## config.mk

```make
export PLATFORM = sky130hd
export DESIGN_NAME = dbg_top
export DESIGN_NICKNAME = d
export VERILOG_FILES = /design/src/dbg_pkg.sv /design/src/dbg_bus_unit.sv /design/src/dbg_cpu_ctrl.sv /design/src/dbg_select.sv /design/src/dbg_top.sv
export SDC_FILE = /design/constraint.sdc
export NUM_CORES = 1
export LEC_CHECK = 0
export ABC_AREA = 1
export BUFFER_PORTS_ARGS = -buffer_cell sky130_fd_sc_hd__buf_4
export CAP_MARGIN = 30
export CELL_PAD_IN_SITES_DETAIL_PLACEMENT = 2
export CELL_PAD_IN_SITES_GLOBAL_PLACEMENT = 2
export CORE_ASPECT_RATIO = 1.25
export CORE_MARGIN = 1
export CORE_UTILIZATION = 35
export DETAILED_ROUTE_END_ITERATION = 10
export PLACE_DENSITY = 0.88
export SLEW_MARGIN = 0
export SYNTH_ARGS = -nofsm -noshare
export SYNTH_HDL_FRONTEND = slang
export SYNTH_SLANG_ARGS = --single-unit
```

## constraint.sdc

```tcl
create_clock -name tck_i -period 5 [get_ports tck_i]
set_input_delay 0 -clock tck_i [delete_from_list [all_inputs] [get_ports tck_i]]
set_output_delay 0 -clock tck_i [all_outputs]
set_load 0.01 [all_outputs]
```

## src/dbg_pkg.sv

```systemverilog
`default_nettype none

package dbg_pkg;

  //////////////////////////////
  // Data register layout
  //////////////////////////////

  // Full length of the shifted data register
  localparam int DR_LEN        = 53;
  localparam int MODULE_ID_LEN = 2;
  localparam int MAX_MODULES   = 4;

  // Module slot numbers
  localparam logic [MODULE_ID_LEN-1:0] MOD_BUS = 2'd0;
  localparam logic [MODULE_ID_LEN-1:0] MOD_CPU = 2'd1;

  // Select command marker and its module ID field
  localparam int SEL_BIT = 52;
  localparam int ID_MSB  = 51;
  localparam int ID_LSB  = 50;

  //////////////////////////////
  // Command fields
  //////////////////////////////

  localparam int OP_MSB  = 51;
  localparam int OP_LSB  = 48;
  // Address for set-address, data for a write
  localparam int ARG_MSB = 47;
  localparam int ARG_LSB = 16;

  localparam int ADDR_W = 32;
  localparam int DATA_W = 32;

  // Opcodes
  localparam logic [OP_MSB-OP_LSB:0] OP_BUS_SETADDR = 4'd1;
  localparam logic [OP_MSB-OP_LSB:0] OP_BUS_WRITE   = 4'd2;
  localparam logic [OP_MSB-OP_LSB:0] OP_BUS_READ    = 4'd3;
  localparam logic [OP_MSB-OP_LSB:0] OP_CPU_WRITE   = 4'd4;
  localparam logic [OP_MSB-OP_LSB:0] OP_CPU_READ    = 4'd5;

  //////////////////////////////
  // Result words
  //////////////////////////////

  // Bus unit {rdata[31:0], err, done}, LSB out first
  localparam int BUS_RES_LEN = 34;
  // CPU unit {bp, reset, stall}
  localparam int CPU_RES_LEN = 3;

endpackage

`default_nettype wire

```

## src/dbg_bus_unit.sv

```systemverilog
`timescale 1ns/1ps
`default_nettype none

module dbg_bus_unit import dbg_pkg::*; (
  input  wire               tck_i,
  input  wire               rst_i,
  input  wire               tdi_i,
  input  wire               debug_select_i,
  input  wire               capture_dr_i,
  input  wire               shift_dr_i,
  input  wire               update_dr_i,
  input  wire [DR_LEN-1:0]  data_reg_i,
  input  wire               module_sel_i,
  input  wire [DATA_W-1:0]  bus_dat_i,
  input  wire               bus_ack_i,
  input  wire               bus_err_i,
  output logic              module_tdo_o,
  output logic              inhibit_o,
  output logic [ADDR_W-1:0] bus_adr_o,
  output logic [DATA_W-1:0] bus_dat_o,
  output logic              bus_stb_o,
  output logic              bus_we_o
);

  // Idle, waiting one cycle before strobe, strobe active
  typedef enum logic [1:0] {
    ST_IDLE,
    ST_PEND,
    ST_CYC
  } state_t;

  //////////////////////////////
  // Local signals
  //////////////////////////////

  state_t                   state_q;
  logic                     busy;
  logic                     cmd_valid;
  logic [OP_MSB-OP_LSB:0]   opcode;
  logic [DATA_W-1:0]        arg;
  logic                     set_addr;
  logic                     start_cyc;
  logic                     bus_end;
  logic                     capture_hit;

  logic [ADDR_W-1:0]        addr_q;
  logic [DATA_W-1:0]        wdata_q;
  logic                     we_q;
  logic                     done_q;
  logic                     err_q;
  logic [DATA_W-1:0]        rdata_q;
  logic [BUS_RES_LEN-1:0]   out_sr;

  //////////////////////////////
  // Command decode
  //////////////////////////////

  // Module commands only, never a select command
  assign cmd_valid = update_dr_i && module_sel_i && debug_select_i && !data_reg_i[SEL_BIT];
  assign opcode    = data_reg_i[OP_MSB:OP_LSB];
  assign arg       = data_reg_i[ARG_MSB:ARG_LSB];

  assign busy      = (state_q != ST_IDLE);
  // Address stays put while a cycle is outstanding
  assign set_addr  = cmd_valid && !busy && (opcode == OP_BUS_SETADDR);
  // Write or read, dropped when busy
  assign start_cyc = cmd_valid && !busy &&
                     ((opcode == OP_BUS_WRITE) || (opcode == OP_BUS_READ));

  // Strobe ends on ack or err
  assign bus_end     = (state_q == ST_CYC) && (bus_ack_i || bus_err_i);
  assign capture_hit = capture_dr_i && module_sel_i;

  // Hold off module reselection until the cycle ends
  assign inhibit_o = busy;

  //////////////////////////////
  // Bus cycle control
  //////////////////////////////

  always_ff @(posedge tck_i or posedge rst_i) begin
    if (rst_i) begin
      state_q   <= ST_IDLE;
      bus_stb_o <= 1'b0;
      bus_we_o  <= 1'b0;
    end else begin
      case (state_q)
        ST_IDLE: begin
          if (start_cyc) begin
            state_q <= ST_PEND;
          end
        end
        // Strobe one cycle after update
        ST_PEND: begin
          state_q   <= ST_CYC;
          bus_stb_o <= 1'b1;
          bus_we_o  <= we_q;
        end
        ST_CYC: begin
          if (bus_end) begin
            state_q   <= ST_IDLE;
            bus_stb_o <= 1'b0;
            bus_we_o  <= 1'b0;
          end
        end
        default: begin
          state_q <= ST_IDLE;
        end
      endcase
    end
  end

  // Write data and direction latched on the update edge
  always_ff @(posedge tck_i) begin
    if (start_cyc) begin
      wdata_q <= arg;
      we_q    <= (opcode == OP_BUS_WRITE);
    end
  end

  // Address register with auto-increment after each word
  always_ff @(posedge tck_i or posedge rst_i) begin
    if (rst_i) begin
      addr_q <= '0;
    end else if (set_addr) begin
      addr_q <= arg;
    end else if (bus_end) begin
      addr_q <= addr_q + ADDR_W'(4);
    end
  end

  assign bus_adr_o = addr_q;
  assign bus_dat_o = wdata_q;

  //////////////////////////////
  // Status and result
  //////////////////////////////

  // Done cleared by capture, err and data kept
  always_ff @(posedge tck_i or posedge rst_i) begin
    if (rst_i) begin
      done_q  <= 1'b0;
      err_q   <= 1'b0;
      rdata_q <= '0;
    end else if (bus_end) begin
      done_q <= 1'b1;
      err_q  <= bus_err_i;
      if (!we_q) begin
        rdata_q <= bus_dat_i;
      end
    end else if (capture_hit) begin
      done_q <= 1'b0;
    end
  end

  // Output shift register, LSB first
  always_ff @(posedge tck_i or posedge rst_i) begin
    if (rst_i) begin
      out_sr <= '0;
    end else if (capture_hit) begin
      out_sr <= {rdata_q, err_q, done_q};
    end else if (shift_dr_i && module_sel_i) begin
      out_sr <= {tdi_i, out_sr[BUS_RES_LEN-1:1]};
    end
  end

  assign module_tdo_o = out_sr[0];

endmodule

`default_nettype wire

```

## src/dbg_cpu_ctrl.sv

```systemverilog
`timescale 1ns/1ps
`default_nettype none

module dbg_cpu_ctrl import dbg_pkg::*; (
  input  wire              tck_i,
  input  wire              rst_i,
  input  wire              tdi_i,
  input  wire              debug_select_i,
  input  wire              capture_dr_i,
  input  wire              shift_dr_i,
  input  wire              update_dr_i,
  input  wire [DR_LEN-1:0] data_reg_i,
  input  wire              module_sel_i,
  input  wire              cpu_bp_i,
  output logic             module_tdo_o,
  output logic             cpu_stall_o,
  output logic             cpu_rst_o
);

  //////////////////////////////
  // Local signals
  //////////////////////////////

  logic                   cmd_valid;
  logic [OP_MSB-OP_LSB:0] opcode;
  logic [DATA_W-1:0]      arg;
  logic                   stall_q;
  logic                   bp_q;
  logic [CPU_RES_LEN-1:0] out_sr;

  assign cmd_valid = update_dr_i && module_sel_i && debug_select_i && !data_reg_i[SEL_BIT];
  assign opcode    = data_reg_i[OP_MSB:OP_LSB];
  assign arg       = data_reg_i[ARG_MSB:ARG_LSB];

  //////////////////////////////
  // Control register
  //////////////////////////////

  // Arg bit 0 stall, bit 1 reset
  always_ff @(posedge tck_i or posedge rst_i) begin
    if (rst_i) begin
      stall_q   <= 1'b0;
      cpu_rst_o <= 1'b0;
    end else if (cmd_valid) begin
      case (opcode)
        OP_CPU_WRITE: begin
          stall_q   <= arg[0];
          cpu_rst_o <= arg[1];
        end
        // Status is captured anyway
        OP_CPU_READ: ;
        default: ;
      endcase
    end
  end

  // Breakpoint latch, set wins over a clearing write
  always_ff @(posedge tck_i or posedge rst_i) begin
    if (rst_i) begin
      bp_q <= 1'b0;
    end else if (cpu_bp_i) begin
      bp_q <= 1'b1;
    end else if (cmd_valid && (opcode == OP_CPU_WRITE) && !arg[0]) begin
      bp_q <= 1'b0;
    end
  end

  // Latched breakpoint keeps the CPU stalled
  assign cpu_stall_o = stall_q | bp_q;

  //////////////////////////////
  // Status shift register
  //////////////////////////////

  always_ff @(posedge tck_i or posedge rst_i) begin
    if (rst_i) begin
      out_sr <= '0;
    end else if (capture_dr_i && module_sel_i) begin
      out_sr <= {bp_q, cpu_rst_o, cpu_stall_o};
    end else if (shift_dr_i && module_sel_i) begin
      out_sr <= {tdi_i, out_sr[CPU_RES_LEN-1:1]};
    end
  end

  assign module_tdo_o = out_sr[0];

endmodule

`default_nettype wire

```

## src/dbg_select.sv

```systemverilog
`timescale 1ns/1ps
`default_nettype none

module dbg_select import dbg_pkg::*; (
  input  wire               tck_i,
  input  wire               rst_i,
  input  wire               tdi_i,
  input  wire               debug_select_i,
  input  wire               shift_dr_i,
  input  wire               update_dr_i,
  input  wire               inhibit_i,
  input  wire               bus_tdo_i,
  input  wire               cpu_tdo_i,
  output logic [DR_LEN-1:0] data_reg_o,
  output logic              bus_sel_o,
  output logic              cpu_sel_o,
  output logic              tdo_o
);

  //////////////////////////////
  // Local signals
  //////////////////////////////

  logic [DR_LEN-1:0]        shift_q;
  logic [MODULE_ID_LEN-1:0] module_id_q;
  logic [MAX_MODULES-1:0]   module_sel;
  // Select command sitting in the shift register
  logic                     select_cmd;
  logic [MODULE_ID_LEN-1:0] module_id_in;

  assign select_cmd   = shift_q[SEL_BIT];
  assign module_id_in = shift_q[ID_MSB:ID_LSB];

  //////////////////////////////
  // Input shift register
  //////////////////////////////

  // TDI enters at the top, one bit per shift cycle
  always_ff @(posedge tck_i or posedge rst_i) begin
    if (rst_i) begin
      shift_q <= '0;
    end else if (debug_select_i && shift_dr_i) begin
      shift_q <= {tdi_i, shift_q[DR_LEN-1:1]};
    end
  end

  // Whole register goes to every module
  assign data_reg_o = shift_q;

  //////////////////////////////
  // Module ID register
  //////////////////////////////

  // A busy module holds the current selection
  always_ff @(posedge tck_i or posedge rst_i) begin
    if (rst_i) begin
      module_id_q <= '0;
    end else if (debug_select_i && update_dr_i && select_cmd && !inhibit_i) begin
      module_id_q <= module_id_in;
    end
  end

  // One-hot decode of the ID
  always_comb begin
    module_sel              = '0;
    module_sel[module_id_q] = 1'b1;
  end

  assign bus_sel_o = module_sel[MOD_BUS];
  assign cpu_sel_o = module_sel[MOD_CPU];

  // TDO return, empty slots read as zero
  always_comb begin
    case (module_id_q)
      MOD_BUS: tdo_o = bus_tdo_i;
      MOD_CPU: tdo_o = cpu_tdo_i;
      default: tdo_o = 1'b0;
    endcase
  end

endmodule

`default_nettype wire

```

## src/dbg_top.sv

```systemverilog
`timescale 1ns/1ps
`default_nettype none

module dbg_top import dbg_pkg::*; (
  input  wire               tck_i,
  input  wire               rst_i,
  input  wire               tdi_i,
  input  wire               debug_select_i,
  input  wire               capture_dr_i,
  input  wire               shift_dr_i,
  input  wire               update_dr_i,
  input  wire [DATA_W-1:0]  bus_dat_i,
  input  wire               bus_ack_i,
  input  wire               bus_err_i,
  input  wire               cpu_bp_i,
  output logic              tdo_o,
  output logic [ADDR_W-1:0] bus_adr_o,
  output logic [DATA_W-1:0] bus_dat_o,
  output logic              bus_stb_o,
  output logic              bus_we_o,
  output logic              cpu_stall_o,
  output logic              cpu_rst_o
);

  // Shared data register and per-slot return lines
  logic [DR_LEN-1:0] data_reg;
  logic              bus_sel;
  logic              cpu_sel;
  logic              bus_tdo;
  logic              cpu_tdo;
  // Only the bus unit ever blocks reselection
  logic              bus_inhibit;

  //////////////////////////////
  // Module select
  //////////////////////////////

  dbg_select i_select (
    .tck_i          (tck_i),
    .rst_i          (rst_i),
    .tdi_i          (tdi_i),
    .debug_select_i (debug_select_i),
    .shift_dr_i     (shift_dr_i),
    .update_dr_i    (update_dr_i),
    .inhibit_i      (bus_inhibit),
    .bus_tdo_i      (bus_tdo),
    .cpu_tdo_i      (cpu_tdo),
    .data_reg_o     (data_reg),
    .bus_sel_o      (bus_sel),
    .cpu_sel_o      (cpu_sel),
    .tdo_o          (tdo_o)
  );

  //////////////////////////////
  // Debug modules
  //////////////////////////////

  // Slot 0
  dbg_bus_unit i_bus (
    .tck_i          (tck_i),
    .rst_i          (rst_i),
    .tdi_i          (tdi_i),
    .debug_select_i (debug_select_i),
    .capture_dr_i   (capture_dr_i),
    .shift_dr_i     (shift_dr_i),
    .update_dr_i    (update_dr_i),
    .data_reg_i     (data_reg),
    .module_sel_i   (bus_sel),
    .bus_dat_i      (bus_dat_i),
    .bus_ack_i      (bus_ack_i),
    .bus_err_i      (bus_err_i),
    .module_tdo_o   (bus_tdo),
    .inhibit_o      (bus_inhibit),
    .bus_adr_o      (bus_adr_o),
    .bus_dat_o      (bus_dat_o),
    .bus_stb_o      (bus_stb_o),
    .bus_we_o       (bus_we_o)
  );

  // Slot 1
  dbg_cpu_ctrl i_cpu (
    .tck_i          (tck_i),
    .rst_i          (rst_i),
    .tdi_i          (tdi_i),
    .debug_select_i (debug_select_i),
    .capture_dr_i   (capture_dr_i),
    .shift_dr_i     (shift_dr_i),
    .update_dr_i    (update_dr_i),
    .data_reg_i     (data_reg),
    .module_sel_i   (cpu_sel),
    .cpu_bp_i       (cpu_bp_i),
    .module_tdo_o   (cpu_tdo),
    .cpu_stall_o    (cpu_stall_o),
    .cpu_rst_o      (cpu_rst_o)
  );

endmodule

`default_nettype wire

```

======== Word level (Yosys, flattened, before mapping) ========
Cells that the tools add are included.
storage, ports and cells
  register bits ........................... 198
  input bits .............................. 42
  output and inout bits ................... 69
  logic and storage cells ................. 88
cells by class
  $add $sub $neg .......................... 1
  $lt $le $gt $ge ......................... 2
  eq/ne operators ......................... 9
  mux-type cells .......................... 19
  bitwise operators ....................... 2
  reduce and logical (&&, ||, !) cells .... 39
operators by type and width
  kind                                                                                 number
  34-bit 2-to-1 mux                                                                    2
  32-bit 2-to-1 mux                                                                    2
  32-bit by 3-bit adder with 32-bit output, second input constant                      1
  1-bit logical AND                                                                    21
  2-bit nonzero test                                                                   7
  4-bit by 2-bit == test with 1-bit output, second input constant                      2
  2-bit AND reduction                                                                  4
  1-bit 2-to-1 mux                                                                     6
  3-bit 2-to-1 mux                                                                     2
  1-bit case mux with 2 select lines                                                   3
  2-bit case mux with 3 select lines                                                   1
  2-bit by 1-bit == test with 1-bit output, second input constant                      2
  4-bit by 1-bit == test with 1-bit output, second input constant                      1
  4-bit by 3-bit == test with 1-bit output, second input constant                      1
  2-bit zero test                                                                      2
  2-bit 2-to-1 mux                                                                     2
  2-bit by 1-bit != test with 1-bit output, second input constant                      2
  1-bit zero test                                                                      3
  2-bit by 3-bit less-than comparator with 1-bit output, second input constant         1
  1-bit demux with 2-bit select                                                        1
  2-bit == test, second input constant                                                 1
  2-bit by 1-bit greater-or-equal comparator with 1-bit output, second input constant  1
  1-bit logical OR                                                                     2
  1-bit NOT                                                                            1
  1-bit OR                                                                             1

======== Longest topological paths before layout ========
  depth in word-level cells ............... 11
  depth in mapped cells ................... 10
  mapped depth without buffers ............ 9

======== By module ========
From an unflattened synthesis, not the netlist that was laid out.
unflattened totals
  cell total of the unflattened synthesis .. 1008
  area total of the unflattened synthesis .. 9153.8 µm²
modules (own cells, without submodules)
  module        times used  cells each  area each (µm²)  seq. area each (µm²)
  dbg_bus_unit  1           708         6558.8           3593.4
  dbg_select    1           248         2233.4           1376.3
  dbg_cpu_ctrl  1           52          361.6            150.1

======== Least setup slack after synthesis ========
OpenSTA, ideal clock, no wires.
  path type ............................... reg2reg
  start point ............................. register i_select.shift_q[52], in the netlist i_select.data_reg_o[52]
  end point ............................... register i_bus.wdata_q[0], in the netlist i_bus.bus_dat_o[0], enable pin
  setup time .............................. 0.506 ns
  arrival time ............................ 3.826 ns
  required time ........................... 4.494 ns
  setup slack ............................. 0.668 ns
  stages on the path, launching flop included .. 4
  path buffers ............................ 0
  period minus slack after synthesis ...... 4.332 ns
  cells stage by stage .................... dfrtp_1 inv_1 nand3_1 nor4_1
on the way
  word-level cells in the longest chain between the ends .. 4
RTL lines
  element                          line                 text
  start, declared                  dbg_select.sv:24     logic [DR_LEN-1:0] shift_q;
  start signal, assigned           dbg_select.sv:43     shift_q <= {tdi_i, shift_q[DR_LEN-1:1]};
  1-bit zero test                  dbg_bus_unit.sv:59   assign cmd_valid = update_dr_i && module_sel_i && debug_select_i && !data_reg_i[SEL_BIT];
  1-bit logical AND                dbg_bus_unit.sv:59
  1-bit logical AND (2 in series)  dbg_bus_unit.sv:67   assign start_cyc = cmd_valid && !busy &&
  net i_bus.start_cyc              dbg_bus_unit.sv:42   logic start_cyc;
  end signal, assigned             dbg_bus_unit.sv:116  wdata_q <= arg;
  end, declared                    dbg_bus_unit.sv:47   logic [DATA_W-1:0] wdata_q;
The timed path passes the listed nets, and every way through them passes these cells.
A chain may end at the register's enable or synchronous reset.

======== Worst setup path in the final report ========
  start point ............................. register i_select.module_id_q[0]
  end point ............................... register i_cpu.out_sr[2]
on the way
  word-level cells in the longest chain between the ends .. 6
  elaborated cells between the ends (all ways) .. 9
  those cells by class .................... order compare (2); mux (3); reduce/logical (4)
RTL lines
  element                                                                                                                                                      line                                    text
  start, declared                                                                                                                                              dbg_select.sv:25                        logic [MODULE_ID_LEN-1:0] module_id_q;
  start signal, assigned                                                                                                                                       dbg_select.sv:59                        module_id_q <= module_id_in;
  2-bit by 3-bit less-than comparator with 1-bit output (not written as such) or 2-bit by 1-bit greater-or-equal comparator with 1-bit output (tied branches)  dbg_select.sv:66                        module_sel[module_id_q] = 1'b1;
  1-bit logical AND (not written as such)                                                                                                                      dbg_select.sv:66
  1-bit 2-to-1 mux (not written as such)                                                                                                                       dbg_select.sv:66
  1-bit demux with 2-bit select *                                                                                                                              n/a
  1-bit logical AND (on tied branches)                                                                                                                         dbg_cpu_ctrl.sv:78, dbg_cpu_ctrl.sv:80
  3-bit 2-to-1 mux or 2-bit nonzero test (tied branches)                                                                                                       n/a
  end signal, assigned                                                                                                                                         dbg_cpu_ctrl.sv:79                      out_sr <= {bp_q, cpu_rst_o, cpu_stall_o};
  end signal, assigned                                                                                                                                         dbg_cpu_ctrl.sv:81                      out_sr <= {tdi_i, out_sr[CPU_RES_LEN-1:1]};
  end, declared                                                                                                                                                dbg_cpu_ctrl.sv:29                      logic [CPU_RES_LEN-1:0] out_sr;
Mark *: on every way between the ends. The rest lies on a longest branch, timed or not.

==> flow_summary_export.csv <==
group,metric,value,unit
pwr,p_seq_share,47.0,%
die,coreArea,23100,sq um
sta,layout_min_cycle_time,2.52,ns
final_layout,syn2layout_area_growth,26.0,%
critical_path,regToRegSetupSlack,2.48,ns
critical_path,cp.arrival,2.90,ns
critical_path,cp_slowest_cell,"dlygate4sd3_1",
final_layout,diodes,0,
final_layout,layout_common_cells,"nand2_1, dfrtp_1, buf_4, nand3_1, inv_1",
pwr,switching_share,36.4,%
yosys,syn_area_per_cell,8.99,sq um
drt,firstDrtPassIters,4,
critical_path,crit_path_end_kind,"flop",
pwr,p_clk_share,28.6,%
drt,drc_errors,0,
drt,wl,29300,um
critical_path,r2r_start,"i_select.module_id_q[0]",
drt,vias,7145,
critical_path,reg2reg_depth,8,
drt,antenna_left,0,
die,die_w,140,um
flow_run,maxCapViolations,0,
pwr,max-vdd-ir-drop,0.000284,V
hold_path,hp-start,"capture_dr_i",
global_routing,grt_max_degree,69,
critical_path,required,5.38,ns
yosys,ys_seq_area_share,57.1,%
sta,tightest_slew,0.750,ns
critical_path,path_max_fanout,6,
global_routing,first_global_vias,8137,
global_routing,grt_first_pass_wirelength,46200,um
sta,fin_crit_sh,50.5,%
sta,slew_viol_final,0,
global_routing,grt_overflow,0,
sta,worst_slack,2.48,ns
drt,drtIter0Drc,286,
sta,rsz0062_at_grt,"false",
global_routing,gr-usage-all-layers,25.1,%
sta,hold_viol,0,
yosys,synth_cell_types,36,
clocking,post-cts-setup-buffers,0,
drt,wl_per_cell,21.5,um
clocking,cts.path.max_buffers,2,
final_layout,final_util,45.1,%
clocking,cts_made_buffers,17,
die,placement_rows,62,
status,outcome,"completed",
sta,finalSetupViolCount,0,
critical_path,worstSetupPathType,"reg2reg",
pwr,combPwrFrac,24.4,%
placement,hpwlAfterDp,17900,um
sta,relSlewSlack,49.9,%
critical_path,path_delay_family,"buffers and inverters",
critical_path,cp-start-kind,"flop",
yosys,yosysWarnings,0,
yosys,synthesis.area,8270,sq um
yosys,ys_seq_elements,182,
critical_path,cp_slowest_stage_delay,0.59,ns
pwr,p_leak,5.00,nW
yosys,synth_nets,963,
critical_path,endpoint,"i_cpu.out_sr[2]",
critical_path,crit_buf_inv,4,
pwr,internal_power,3.02,mW
placement,port_buffers,110,
sta,clock.fmax,396,MHz
final_layout,layout_commonest_cell,"nand2_1",
clocking,cts_tree,"built",
die,die_area,24300,sq um
critical_path,worstReg2RegEnd,"i_cpu.out_sr[2]",
critical_path,path_cells,"inv_1 > nor2_1 > inv_1 > a21oi_2 > o21ai_0 > dlygate4sd3_1 > o22ai_1 > dlygate4sd3_1",
final_layout,nFillCells,2492,
clocking,cts.clk_slew.worst_paths,0.08,ns
drt,viasPerCell,5.24,
sta,skew,0.0137,ns
hold_path,hold_path_class,"in2reg",
critical_path,cp.depth,8,
die,dieHeight,174,um
critical_path,crit_start,"i_select.module_id_q[0]",
clocking,cts-htree-levels,4,
placement,place_congestion,0.772,
clocking,cts-root-buf,"clkbuf_16",
final_layout,nets,1106,
final_layout,drive_above_1_share,19.2,%
yosys,synth_cells,920,
pwr,p_per_area,456,nW/um^2
placement,dp_slack,3.17,ns
global_routing,antenna_found_initial,0,
die,start_util,35.8,%
clocking,cts.sinks,182,
sta,fin_tns_setup,0,ns
die,io_pins,111,
pwr,p_switching,1.73,mW
clocking,clk_latency,0.44,ns
power by group through the flow:
stage | sequential (mW) | clock, mW | combinational, mW
finish | 2.23 | 1.36 | 1.16
global route | 2.27 | 1.43 | 1.29
CTS | 2.22 | 1.38 | 1.13
detailed placement | 2.24 | 0 | 1.06
global placement | 2.21 | 0 | 0.966
floorplan | 2.16 | 0 | 0.670
routing by layer:
metal	up-vias	track usage, %	share of wire (%)
met4	0	10.0	3.1
met2	157	47.0	54
met3	53	4.20	3.1
met1	3667	28.0	39
met5	-	0	0
li1	3268	-	-
how the worst min path moves through the flow:
stage                                          to  cells after the start
after global placement                 i_cpu.bp_q                      2
after detailed placement         i_bus.rdata_q[6]                      2
after floorplan                        i_cpu.bp_q                      1
after global routing              i_cpu.out_sr[0]                      4
final                             i_cpu.out_sr[0]                      4
after CTS                 i_select.module_id_q[1]                      3
cell families after synthesis:
family,after synthesis,share of synthesized area (%)
AO/OA/AOI/OAI,114,8.52
XOR/XNOR,4,0.424
adder cells (fa/ha/maj),1,0.151
buffers and inverters,140,7.12
flip-flops,182,57.1
multiplexers,23,3.13
AND/OR/NAND/NOR,456,23.6
area by class of cell:
| type | instances | area [sq um] | share of cell area (%) |
|---|---|---|---|
| clock buffers | 17 | 425 | 4.08 |
| clock inverters | 15 | 156 | 1.50 |
| inverters | 103 | 397 | 3.81 |
| multi-input cells | 598 | 2980 | 28.6 |
| flip-flops and latches | 182 | 4720 | 45.3 |
| well taps | 288 | 360 | 3.46 |
| repair buffers | 161 | 1380 | 13.3 |
registers in the layout, indices dropped and copies added (netlist names), 2 cells and up:
signal and cells:
i_bus.bus_adr_o 32, i_bus.bus_dat_o 32, i_bus.out_sr 34, i_bus.rdata_q 32
i_bus.state_q 2, i_cpu.out_sr 3, i_select.data_reg_o 37, i_select.module_id_q 2
worst min-delay path, stage by stage:
cell and delay [ns]:
buf_4 0.14, nand2_1 0.12, o211ai_1 0.10, o21ai_0 0.09
timing repair:
| item | CTS | global route |
|---|---|---|
| gates resized for setup | 0 | 0 |
| hold buffers | 41 | 0 |
| endpoints found under the hold margin | 85 | 0 |
synth_stat cells (all sizes together):
library cell / number / area (sq um)
a21oi: 7 / 53.8
a31oi: 1 / 6.26
and2: 2 / 12.5
buf: 19 / 130
clkbuf: 18 / 67.6
clkinv: 2 / 12.5
dfrtp: 149 / 3730
edfxtp: 33 / 991
ha: 1 / 12.5
inv: 101 / 379
mux2: 23 / 259
nand2: 294 / 1130
nand3: 96 / 480
nand3b: 2 / 15.0
nand4: 1 / 6.26
nor2: 54 / 265
nor3: 4 / 25.0
nor4: 2 / 12.5
o211ai: 37 / 278
o21ai: 59 / 295
o21bai: 7 / 52.6
o22ai: 3 / 18.8
or2: 1 / 6.26
xnor2: 2 / 17.5
xor2: 2 / 17.5
per-stage QoR:
stage               instance area, sq um  power, mW  hold WS, ns  instances
floorplan                           8270       2.82        0.114        920
global placement                    9330       3.17        0.204       1287
detailed placement                  9430       3.30       0.0723       1291
CTS                                10400       4.73       0.0355       1364
global route                       10400       4.99       0.0670       1364
finish                             10400       4.75       0.0470       1364
No activity file was read; power rests on OpenSTA's default activity.
